==> src/ibtb_defs.svh <==
`ifndef IBTB_DEFS_SVH
`define IBTB_DEFS_SVH

// ------------------------------
// table geometry
// ------------------------------

// direct mapped table index width
`define IBTB_INDEX_BITS 6

// entry count follows from the index
`define IBTB_ENTRIES (1 << `IBTB_INDEX_BITS)

// partial tag kept per entry
`define IBTB_TAG_BITS 8

// ------------------------------
// core widths
// ------------------------------

// indirect global history length
`define IBTB_GH_BITS 8

// address space id of the running context
`define ASID_BITS 9

// word address width used by fetch
`define PC38_BITS 38

`endif

==> src/ibtb_pkg.sv <==
`default_nettype none

`include "ibtb_defs.svh"

package ibtb_pkg;

    // ------------------------------
    // front end address types
    // ------------------------------

    // one word per pc step
    typedef logic [`PC38_BITS-1:0] PC38_t;

    // recent indirect targets folded by the caller
    typedef logic [`IBTB_GH_BITS-1:0] IBTB_GH_t;

    // context id for reads and updates
    typedef logic [`ASID_BITS-1:0] ASID_t;

    // ------------------------------
    // table entry fields
    // ------------------------------

    // selects one of the direct mapped entries
    typedef logic [`IBTB_INDEX_BITS-1:0] IBTB_index_t;

    // compared against the stored tag on a read
    typedef logic [`IBTB_TAG_BITS-1:0] IBTB_tag_t;

endpackage

`default_nettype wire

==> src/ibtb.sv <==
`timescale 1ns/1ps
`default_nettype none

module ibtb (
    // seq
    input  logic CLK,
    input  logic nRST,

    // arch state
    input  ibtb_pkg::ASID_t    arch_asid,

    // read
    input  ibtb_pkg::PC38_t    read_src_pc38,
    input  ibtb_pkg::IBTB_GH_t read_ibtb_gh,
    output ibtb_pkg::PC38_t    read_tgt_pc38,

    // update
    input  logic               update_valid,
    input  ibtb_pkg::PC38_t    update_src_pc38,
    input  ibtb_pkg::IBTB_GH_t update_ibtb_gh,
    input  ibtb_pkg::PC38_t    update_tgt_pc38
);

    // ------------------------------
    // read side hash
    // ------------------------------

    ibtb_pkg::IBTB_index_t read_index;
    ibtb_pkg::IBTB_tag_t   read_tag;

    ibtb_hash u_read_hash (
        .src_pc38 (read_src_pc38),
        .ibtb_gh  (read_ibtb_gh),
        .asid     (arch_asid),
        .index    (read_index),
        .tag      (read_tag)
    );

    // ------------------------------
    // update side hash
    // ------------------------------

    // same fold as the read so a trained key finds its own slot
    ibtb_pkg::IBTB_index_t update_index;
    ibtb_pkg::IBTB_tag_t   update_tag;

    ibtb_hash u_update_hash (
        .src_pc38 (update_src_pc38),
        .ibtb_gh  (update_ibtb_gh),
        .asid     (arch_asid),
        .index    (update_index),
        .tag      (update_tag)
    );

    // ------------------------------
    // table
    // ------------------------------

    // indexed entry as seen by the read
    logic                entry_valid;
    ibtb_pkg::IBTB_tag_t entry_tag;
    ibtb_pkg::PC38_t     entry_tgt_pc38;

    ibtb_array u_array (
        .CLK            (CLK),
        .nRST           (nRST),
        .read_index     (read_index),
        .read_valid     (entry_valid),
        .read_tag       (entry_tag),
        .read_tgt_pc38  (entry_tgt_pc38),
        .write_en       (update_valid),
        .write_index    (update_index),
        .write_tag      (update_tag),
        .write_tgt_pc38 (update_tgt_pc38)
    );

    // ------------------------------
    // tag compare
    // ------------------------------

    logic read_hit;

    // valid entry with a matching tag
    assign read_hit = entry_valid && (entry_tag == read_tag);

    // miss gives all zeros
    // fetch reads zero as no prediction
    assign read_tgt_pc38 = read_hit ? entry_tgt_pc38 : '0;

    // ------------------------------
    // checks
    // ------------------------------

    // an x target would be trained in and later predicted as a jump
    a_update_tgt_known: assert property (
        @(posedge CLK) disable iff (!nRST)
        update_valid |-> !$isunknown(update_tgt_pc38)
    ) else $error("ibtb: unknown update_tgt_pc38 on update");

endmodule

`default_nettype wire

==> src/ibtb_array.sv <==
`timescale 1ns/1ps
`default_nettype none

`include "ibtb_defs.svh"

module ibtb_array (
    // seq
    input  logic CLK,
    input  logic nRST,

    // read port
    // comb lookup straight off the flops
    input  ibtb_pkg::IBTB_index_t read_index,
    output logic                  read_valid,
    output ibtb_pkg::IBTB_tag_t   read_tag,
    output ibtb_pkg::PC38_t       read_tgt_pc38,

    // write port
    input  logic                  write_en,
    input  ibtb_pkg::IBTB_index_t write_index,
    input  ibtb_pkg::IBTB_tag_t   write_tag,
    input  ibtb_pkg::PC38_t       write_tgt_pc38
);

    // ------------------------------
    // storage
    // ------------------------------

    // one valid bit per entry
    logic [`IBTB_ENTRIES-1:0] valid_q;

    // tag per entry
    ibtb_pkg::IBTB_tag_t tag_q [`IBTB_ENTRIES];

    // predicted target per entry
    ibtb_pkg::PC38_t tgt_q [`IBTB_ENTRIES];

    // ------------------------------
    // valid bits
    // ------------------------------

    // cleared on reset so nothing stale can hit
    // set on any write and never cleared otherwise
    always_ff @(posedge CLK or negedge nRST) begin
        if (!nRST) begin
            valid_q <= '0;
        end
        else if (write_en) begin
            valid_q[write_index] <= 1'b1;
        end
    end

    // ------------------------------
    // tag and target
    // ------------------------------

    // only meaningful once valid is set
    always_ff @(posedge CLK) begin
        if (write_en) begin
            // overwrite whatever held the slot
            tag_q[write_index] <= write_tag;
            tgt_q[write_index] <= write_tgt_pc38;
        end
    end

    // ------------------------------
    // read
    // ------------------------------

    // async read
    // a write in the same cycle shows up only after the edge
    assign read_valid    = valid_q[read_index];
    assign read_tag      = tag_q[read_index];
    assign read_tgt_pc38 = tgt_q[read_index];

    // ------------------------------
    // checks
    // ------------------------------

    // an x index would smear the write over unknown entries
    // and corrupt valid bits for every later read
    a_write_index_known: assert property (
        @(posedge CLK) disable iff (!nRST)
        write_en |-> !$isunknown(write_index)
    ) else $error("ibtb_array: unknown write_index on write");

endmodule

`default_nettype wire

==> src/ibtb_hash.sv <==
`timescale 1ns/1ps
`default_nettype none

`include "ibtb_defs.svh"

module ibtb_hash (
    // lookup key
    input  ibtb_pkg::PC38_t     src_pc38,
    input  ibtb_pkg::IBTB_GH_t  ibtb_gh,
    input  ibtb_pkg::ASID_t     asid,

    // folded result
    output ibtb_pkg::IBTB_index_t index,
    output ibtb_pkg::IBTB_tag_t   tag
);

    // ------------------------------
    // key fields
    // ------------------------------

    // low pc bits pick the set
    ibtb_pkg::IBTB_index_t pc_index_bits;
    // pc bits right above the index
    ibtb_pkg::IBTB_tag_t   pc_tag_bits;
    // only the low asid bits fit the tag
    ibtb_pkg::IBTB_tag_t   asid_tag_bits;
    // history swapped by nibble
    ibtb_pkg::IBTB_tag_t   gh_rot4;

    assign pc_index_bits = src_pc38[`IBTB_INDEX_BITS-1:0];
    assign pc_tag_bits   = src_pc38[`IBTB_INDEX_BITS +: `IBTB_TAG_BITS];
    assign asid_tag_bits = asid[`IBTB_TAG_BITS-1:0];

    // rotate by 4 so the top history bits land low in the tag
    // gh[7:6] never reach the index and only show up here
    assign gh_rot4 = {ibtb_gh[3:0], ibtb_gh[7:4]};

    // ------------------------------
    // fold
    // ------------------------------

    // index mixes pc with the low history bits
    assign index = pc_index_bits ^ ibtb_gh[`IBTB_INDEX_BITS-1:0];

    // tag separates contexts and the rest of the pc
    assign tag = pc_tag_bits ^ asid_tag_bits ^ gh_rot4;

endmodule

`default_nettype wire

==> src/ibtb_wrapper.sv <==
`timescale 1ns/1ps
`default_nettype none

module ibtb_wrapper (
    // seq
    input  logic CLK,
    input  logic nRST,

    // arch state
    input  ibtb_pkg::ASID_t    next_arch_asid,

    // read
    input  ibtb_pkg::PC38_t    next_read_src_pc38,
    input  ibtb_pkg::IBTB_GH_t next_read_ibtb_gh,
    output ibtb_pkg::PC38_t    last_read_tgt_pc38,

    // update
    input  logic               next_update_valid,
    input  ibtb_pkg::PC38_t    next_update_src_pc38,
    input  ibtb_pkg::IBTB_GH_t next_update_ibtb_gh,
    input  ibtb_pkg::PC38_t    next_update_tgt_pc38
);

    // ------------------------------
    // core side signals
    // ------------------------------

    // arch state
    ibtb_pkg::ASID_t    arch_asid;

    // read
    ibtb_pkg::PC38_t    read_src_pc38;
    ibtb_pkg::IBTB_GH_t read_ibtb_gh;
    ibtb_pkg::PC38_t    read_tgt_pc38;

    // update
    logic               update_valid;
    ibtb_pkg::PC38_t    update_src_pc38;
    ibtb_pkg::IBTB_GH_t update_ibtb_gh;
    ibtb_pkg::PC38_t    update_tgt_pc38;

    // ------------------------------
    // core
    // ------------------------------

    ibtb u_ibtb (
        .CLK             (CLK),
        .nRST            (nRST),
        .arch_asid       (arch_asid),
        .read_src_pc38   (read_src_pc38),
        .read_ibtb_gh    (read_ibtb_gh),
        .read_tgt_pc38   (read_tgt_pc38),
        .update_valid    (update_valid),
        .update_src_pc38 (update_src_pc38),
        .update_ibtb_gh  (update_ibtb_gh),
        .update_tgt_pc38 (update_tgt_pc38)
    );

    // ------------------------------
    // stage registers
    // ------------------------------

    // inputs land at edge 1 and the prediction at edge 2
    // update strobe must reset low so nothing is trained
    always_ff @(posedge CLK or negedge nRST) begin
        if (!nRST) begin
            arch_asid          <= '0;
            read_src_pc38      <= '0;
            read_ibtb_gh       <= '0;
            last_read_tgt_pc38 <= '0;
            update_valid       <= 1'b0;
            update_src_pc38    <= '0;
            update_ibtb_gh     <= '0;
            update_tgt_pc38    <= '0;
        end
        else begin
            // input stage
            arch_asid          <= next_arch_asid;
            read_src_pc38      <= next_read_src_pc38;
            read_ibtb_gh       <= next_read_ibtb_gh;
            update_valid       <= next_update_valid;
            update_src_pc38    <= next_update_src_pc38;
            update_ibtb_gh     <= next_update_ibtb_gh;
            update_tgt_pc38    <= next_update_tgt_pc38;
            // output stage
            last_read_tgt_pc38 <= read_tgt_pc38;
        end
    end

endmodule

`default_nettype wire
==> config.mk <==
export PLATFORM = sky130hd
export DESIGN_NAME = ibtb_wrapper
export DESIGN_NICKNAME = d
export VERILOG_FILES = /design/src/ibtb_pkg.sv /design/src/ibtb.sv /design/src/ibtb_array.sv /design/src/ibtb_hash.sv /design/src/ibtb_wrapper.sv
export VERILOG_INCLUDE_DIRS = /design/src /design/src/src
export SDC_FILE = /design/constraint.sdc
export NUM_CORES = 2
export LEC_CHECK = 0
export BUFFER_PORTS_ARGS = -buffer_cell sky130_fd_sc_hd__clkbuf_2
export CORE_MARGIN = 2
export CORE_UTILIZATION = 57
export CTS_CLUSTER_DIAMETER = 120
export DETAILED_ROUTE_END_ITERATION = 6
export PLACE_DENSITY = 0.81
export SLEW_MARGIN = 20
export SYNTH_ARGS = -nofsm -noshare
export SYNTH_HDL_FRONTEND = slang
export SYNTH_SLANG_ARGS = --single-unit
==> constraint.sdc <==
create_clock -name CLK -period 4.4 [get_ports CLK]
set_input_delay 1.1 -clock CLK [delete_from_list [all_inputs] [get_ports CLK]]
set_output_delay 1.1 -clock CLK [all_outputs]
set_load 0.01 [all_outputs]
[Word level (Yosys, flattened, before mapping)]
Memories as Yosys holds them, arrays and structs flattened.
Cells that the tools add are included.
Word-level totals
  flip-flop bits (word level): 193
  RAM bits: 2944
  word-level logic and storage cells: 31
  memories: 2
Memories
  u_ibtb.u_array.tgt_q: words 64, width 38, read ports 1, clocked after Yosys merged registers in 0, write ports 1, line ibtb_array.sv:36  | ibtb_pkg::PC38_t tgt_q [`IBTB_ENTRIES];
  u_ibtb.u_array.tag_q: words 64, width 8, read ports 1, clocked after Yosys merged registers in 0, write ports 1, line ibtb_array.sv:33  | ibtb_pkg::IBTB_tag_t tag_q [`IBTB_ENTRIES];
Cells by class
  $lt $le $gt $ge: 3
  eq/ne operators: 1
  multiplexer cells: 7
  bitwise logic cells: 7
  reductions and logical operators: 2
Operator list (count)
  64-bit bitwise OR: 1
  38-bit two-way mux: 1
  8-bit XOR: 4
  6-bit by 7-bit less-than comparator with 1-bit output, second input constant: 2
  6-bit XOR: 2
  8-bit == test: 1
  1-bit binary-select mux with 6-bit select: 1
  1-bit demux with 6-bit select: 1
  6-bit by 1-bit >= comparator with 1-bit output, second input constant: 1
  1-bit two-way mux: 4
  1-bit logical AND: 2

[Depth between registers and ports, before layout]
  word-level depth: 6
  mapped depth: 15

[Hierarchy]
Synthesis repeated with hierarchy kept, for this count alone.
Second synthesis, totals
  cells, all modules: 5344
  area, all modules: 119887.5 um2
Modules (own cells, without submodules)
  ibtb_array: instances 1, cells an instance 5031, area an instance 114194.5 um2
  ibtb_wrapper: instances 1, cells an instance 178, area an instance 4454.3 um2
  ibtb: instances 1, cells an instance 107, area an instance 753.2 um2
  ibtb_hash: instances 2, cells an instance 14, area an instance 242.7 um2

[Worst setup path before layout]
OpenSTA, ideal clock, no wires.
  path kind: flip-flop to flip-flop
  start point: register update_ibtb_gh[3]
  end point: memory u_ibtb.u_array.tag_q[0][0] (netlist name), enable pin
  setup time: 0.451 ns
  data arrival time: 3.027 ns
  slack: 0.922 ns
  cell stages (with the launch flop): 6
  clock period less this slack: 3.478 ns
  path through: dfrtp_1 > xnor2_1 > inv_1 > nor2_1 > nand2_1 > nor2_1
Between the ends
  cells in the longest elaborated chain, start to end: 1
Ends and longest elaborated chain
  start: declaration: line ibtb_wrapper.sv:39  | ibtb_pkg::IBTB_GH_t update_ibtb_gh;
  start signal: assignment: line ibtb_wrapper.sv:83  | update_ibtb_gh <= next_update_ibtb_gh;
  6-bit XOR: line ibtb_hash.sv:43  | assign index = pc_index_bits ^ ibtb_gh[`IBTB_INDEX_BITS-1:0];
  end: declaration: line ibtb_array.sv:33
No other way between the ends.

[Worst setup path in the final report]
  start point: register read_ibtb_gh[0]
  end point: register last_read_tgt_pc38[8]
Between the ends
  cells in the longest elaborated chain, start to end: 5
Ends and longest elaborated chain
  start: declaration: line ibtb_wrapper.sv:33  | ibtb_pkg::IBTB_GH_t read_ibtb_gh;
  start signal: assignment: line ibtb_wrapper.sv:80  | read_ibtb_gh <= next_read_ibtb_gh;
  6-bit XOR: line ibtb_hash.sv:43
  memory 64 x 8 bit / 1-bit binary-select mux with 6-bit select (equally long branches)
  8-bit == test / 1-bit two-way mux (equally long branches): line ibtb.sv:84, ibtb_array.sv:72
  1-bit logical AND: line ibtb.sv:84  | assign read_hit = entry_valid && (entry_tag == read_tag);
  38-bit two-way mux (*): line ibtb.sv:88  | assign read_tgt_pc38 = read_hit ? entry_tgt_pc38 : '0;
  via read_tgt_pc38[8]: line ibtb_wrapper.sv:34  | ibtb_pkg::PC38_t read_tgt_pc38;
  end signal: assignment: line ibtb_wrapper.sv:86  | last_read_tgt_pc38 <= read_tgt_pc38;
  end: declaration: line ibtb_wrapper.sv:15  | output ibtb_pkg::PC38_t last_read_tgt_pc38,
The timed path passes the listed nets; every way through them passes the cells marked *. The select of a mux whose other input is x is not followed.
A chain may end at the register's enable or synchronous reset.

==> flow_summary.ini <==
[status]
status = finished, final reports clean

[sta]
rsz0062_at_grt = false
skew_ns = 0.0691
finalMaxSlewViolations = 0
hold_viol_final = 0
clock.fmax_mhz = 229
setup_viol = 0
setup_ws_ns = 0.0241
post-route-min-period_ns = 4.38
fin_tns_setup_ns = 0
worst_slew_pin_slew_ns = 1.10
slew_headroom_pct = 26.7
finalCritPeriodShare_pct = 99.5

[logic_synthesis]
synth_edf_count = 2944
synth_warnings = 0
ys.flop_type = edfxtp_1
synth-simple-area-share_pct = 1.36
synth.area.top_cells = edfxtp_1 74%, mux4_2 17%, dfrtp_1 4.1%
synth_fp_nets = 5031
synthAdderAreaFrac_pct = 0
synth.ff_latch_count = 3137
synth_top_family_by_area = multiplexers
synth_mux_area_share_pct = 17.8
synth_top_area_share_pct = 74.3
postSynthAreaPerCell_sq_um = 24.3
ys_seq_area_share_pct = 78.3
ys_types = 54
synthArstFlopShare_pct = 6.15
synth_compound_area_share_pct = 0.700
synth_most_common_cell = edfxtp_1
synth_xor_area_share_pct = 0.467
syn_area_sq_mm = 0.119
synth_common_cells = 2,944 x edfxtp_1, 903 x mux4_2, 193 x dfrtp_1
postSynthCellCount = 4889
yosysTopAreaCell = edfxtp_1

[layout]
final_util_pct = 65.1
final_cell_count_no_fill = 8379
nets = 5503
stdcell_area_sq_mm = 0.135
area_growth_syn_to_layout_pct = 13.4
drive_gt1_share_pct = 33.6

[clock_network]
htree_levels = 5
clk_pin_slew_ns = 0.06
insertion_delay_ns = 0.95
cts_root_buf = clkbuf_16
cts.sinks = 3137
cts-buffers-inserted = 309
cts_tree = done
clockBufferDepth = 4

[placement]
place.gp.congestion = 0.820
dp_hpwl_microns = 166000
place_area_sq_mm = 0.125
place_inst = 7829
place_ws_ns = -0.193
io_buffers = 130

[route]
drtPass1Iterations = 6
num_vias = 61504
route.detailed.drc = 0
drt-initial-drc-count = 12505
wl_microns = 353000
drtAntennaViolNets = 0
via_per_inst = 7.34
wl_per_cell_microns = 42.1

[die]
start_util_pct = 57.4
die_h_microns = 461
core_sq_mm = 0.207
std_cell_rows = 167
dieArea_sq_mm = 0.212
io_pins = 180
fp.dieW_microns = 461

[grt]
first_global_vias = 62313
grt_max_degree = 109
antenna_found_initial = 11
overflow = 0
grt_pass1_wl_microns = 486000
grt_use_total_pct = 33.5

[worst_setup_path]
cp_common_cell = buf_12
cp.required_ns = 5.21
slowest_delay_ns = 0.58
worstPathCellList = xor2_4 > buf_12 > buf_12 > mux4_2 > o21ai_0 > a21oi_1 > nor3_4 > buf_4 > mux2i_1 > nand4_1 > nor4_4 > clkbuf_16 > buf_6 > and3_1
cp_slowest_cell = mux4_2
start_kind = flip-flop
crit_type = flip-flop to flip-flop
cp.arrival_ns = 5.19
critPathBufInv = 5
crit_family = buffers and inverters
end_kind = flip-flop
crit_fanout = 21

[run]
drv_cap = 0

[pwr]
peakVddDrop_mv = 0.482
p_per_area_mw_per_mm2 = 486
p_leak_uw = 0.0433

[hold_path]
hold_path.class = primary input to async pin
==> layout by cell type (no fill, tap or decap), drive strengths merged, types with 10 or more instances in the layout <==
| cell type | n |
|---|---|
| mux2i | 79 |
| xor2 | 17 |
| a21oi | 27 |
| clkbuf | 528 |
| buf | 273 |
| nor4 | 12 |
| nand3 | 29 |
| o21ai | 19 |
| bufinv | 22 |
| or2 | 64 |
| clkinvlp | 13 |
| and3 | 38 |
| clkinv | 95 |
| edfxtp | 2944 |
| xnor2 | 43 |
| nand4 | 10 |
| nand2 | 76 |
| nor2 | 99 |
| o22ai | 36 |
| dfrtp | 193 |
| mux4 | 904 |
==> kinds of logic (layout without fill, tap and decap cells) <==
family	after synthesis	in the layout
XOR/XNOR	60	60
AO/OA/AOI/OAI	128	128
AND/OR/NAND/NOR	334	334
flip-flops	3137	3137
other	0	6
buffers and inverters	244	940
multiplexers	986	986
==> cell type report <==
cell class | count | area [sq um]
clock buffers | 398 | 8350
multi-input cells | 1508 | 24900
flip-flops and latches | 3137 | 93200
clock inverters | 137 | 1260
diodes | 6 | 15.0
well taps | 2788 | 3490
inverters | 2 | 7.51
repair buffers | 403 | 3690
fillers | 12125 | 72300
==> path summary, 6_finish.rpt <==
kind	start	endpoint	slack, ns	depth (start not counted)
hold reg to reg	u_ibtb.u_array.valid_q[4]$_DFFE_PN0P_	u_ibtb.u_array.valid_q[4]$_DFFE_PN0P_	0.46	1
min in group CLK	next_arch_asid[5]	arch_asid[5]$_DFF_PN0_	0.26	1
setup reg to reg	read_ibtb_gh[0]$_DFF_PN0_	last_read_tgt_pc38[8]$_DFF_PN0_	0.02	14
setup / recovery	read_ibtb_gh[0]$_DFF_PN0_	last_read_tgt_pc38[8]$_DFF_PN0_	0.02	14
hold / removal	nRST	u_ibtb.u_array.valid_q[43]$_DFFE_PN0P_	0.1	1
max in group asynchronous	nRST	update_tgt_pc38[26]$_DFF_PN0_	3.17	2
==> per-stage QoR <==
stage               power [uW]  hold WS [ns]
CTS                      65500        0.0716
floorplan                38000         0.434
detailed placement       39900         0.450
global route             66800        0.0966
finish                   65600        0.0973
global placement         39600         0.445
==> power by group <==
part / internal, uW / switching (uW) / total, uW
Clock: 14700 / 11300 / 26000
Sequential: 33400 / 275 / 33700
Combinational: 2550 / 3370 / 5920
==> timing repair <==
item / CTS / global route
gates resized for setup: 1 / 4
setup buffers: 3 / 6
endpoints found under the setup margin: 38 / 16
hold endpoints to repair: 0 / 0
hold buffers: 0 / 0
pin swaps: 1 / 3
==> flip-flops by register name (all words and copies together) (netlist names), 14 cells and up <==
name and cells:
update_tgt_pc38 38, last_read_tgt_pc38 38, read_src_pc38 14, u_ibtb.u_array.tgt_q 2432
update_src_pc38 14, u_ibtb.u_array.valid_q 64, u_ibtb.u_array.tag_q 512
==> routing by layer <==
metal | track usage, % | share of wire, %
met5 | 0 | 0.027
met4 | 17.4 | 6.5
met3 | 9.80 | 14
met2 | 52.8 | 48
met1 | 42.7 | 31
Power figures use the tool's default switching activity.
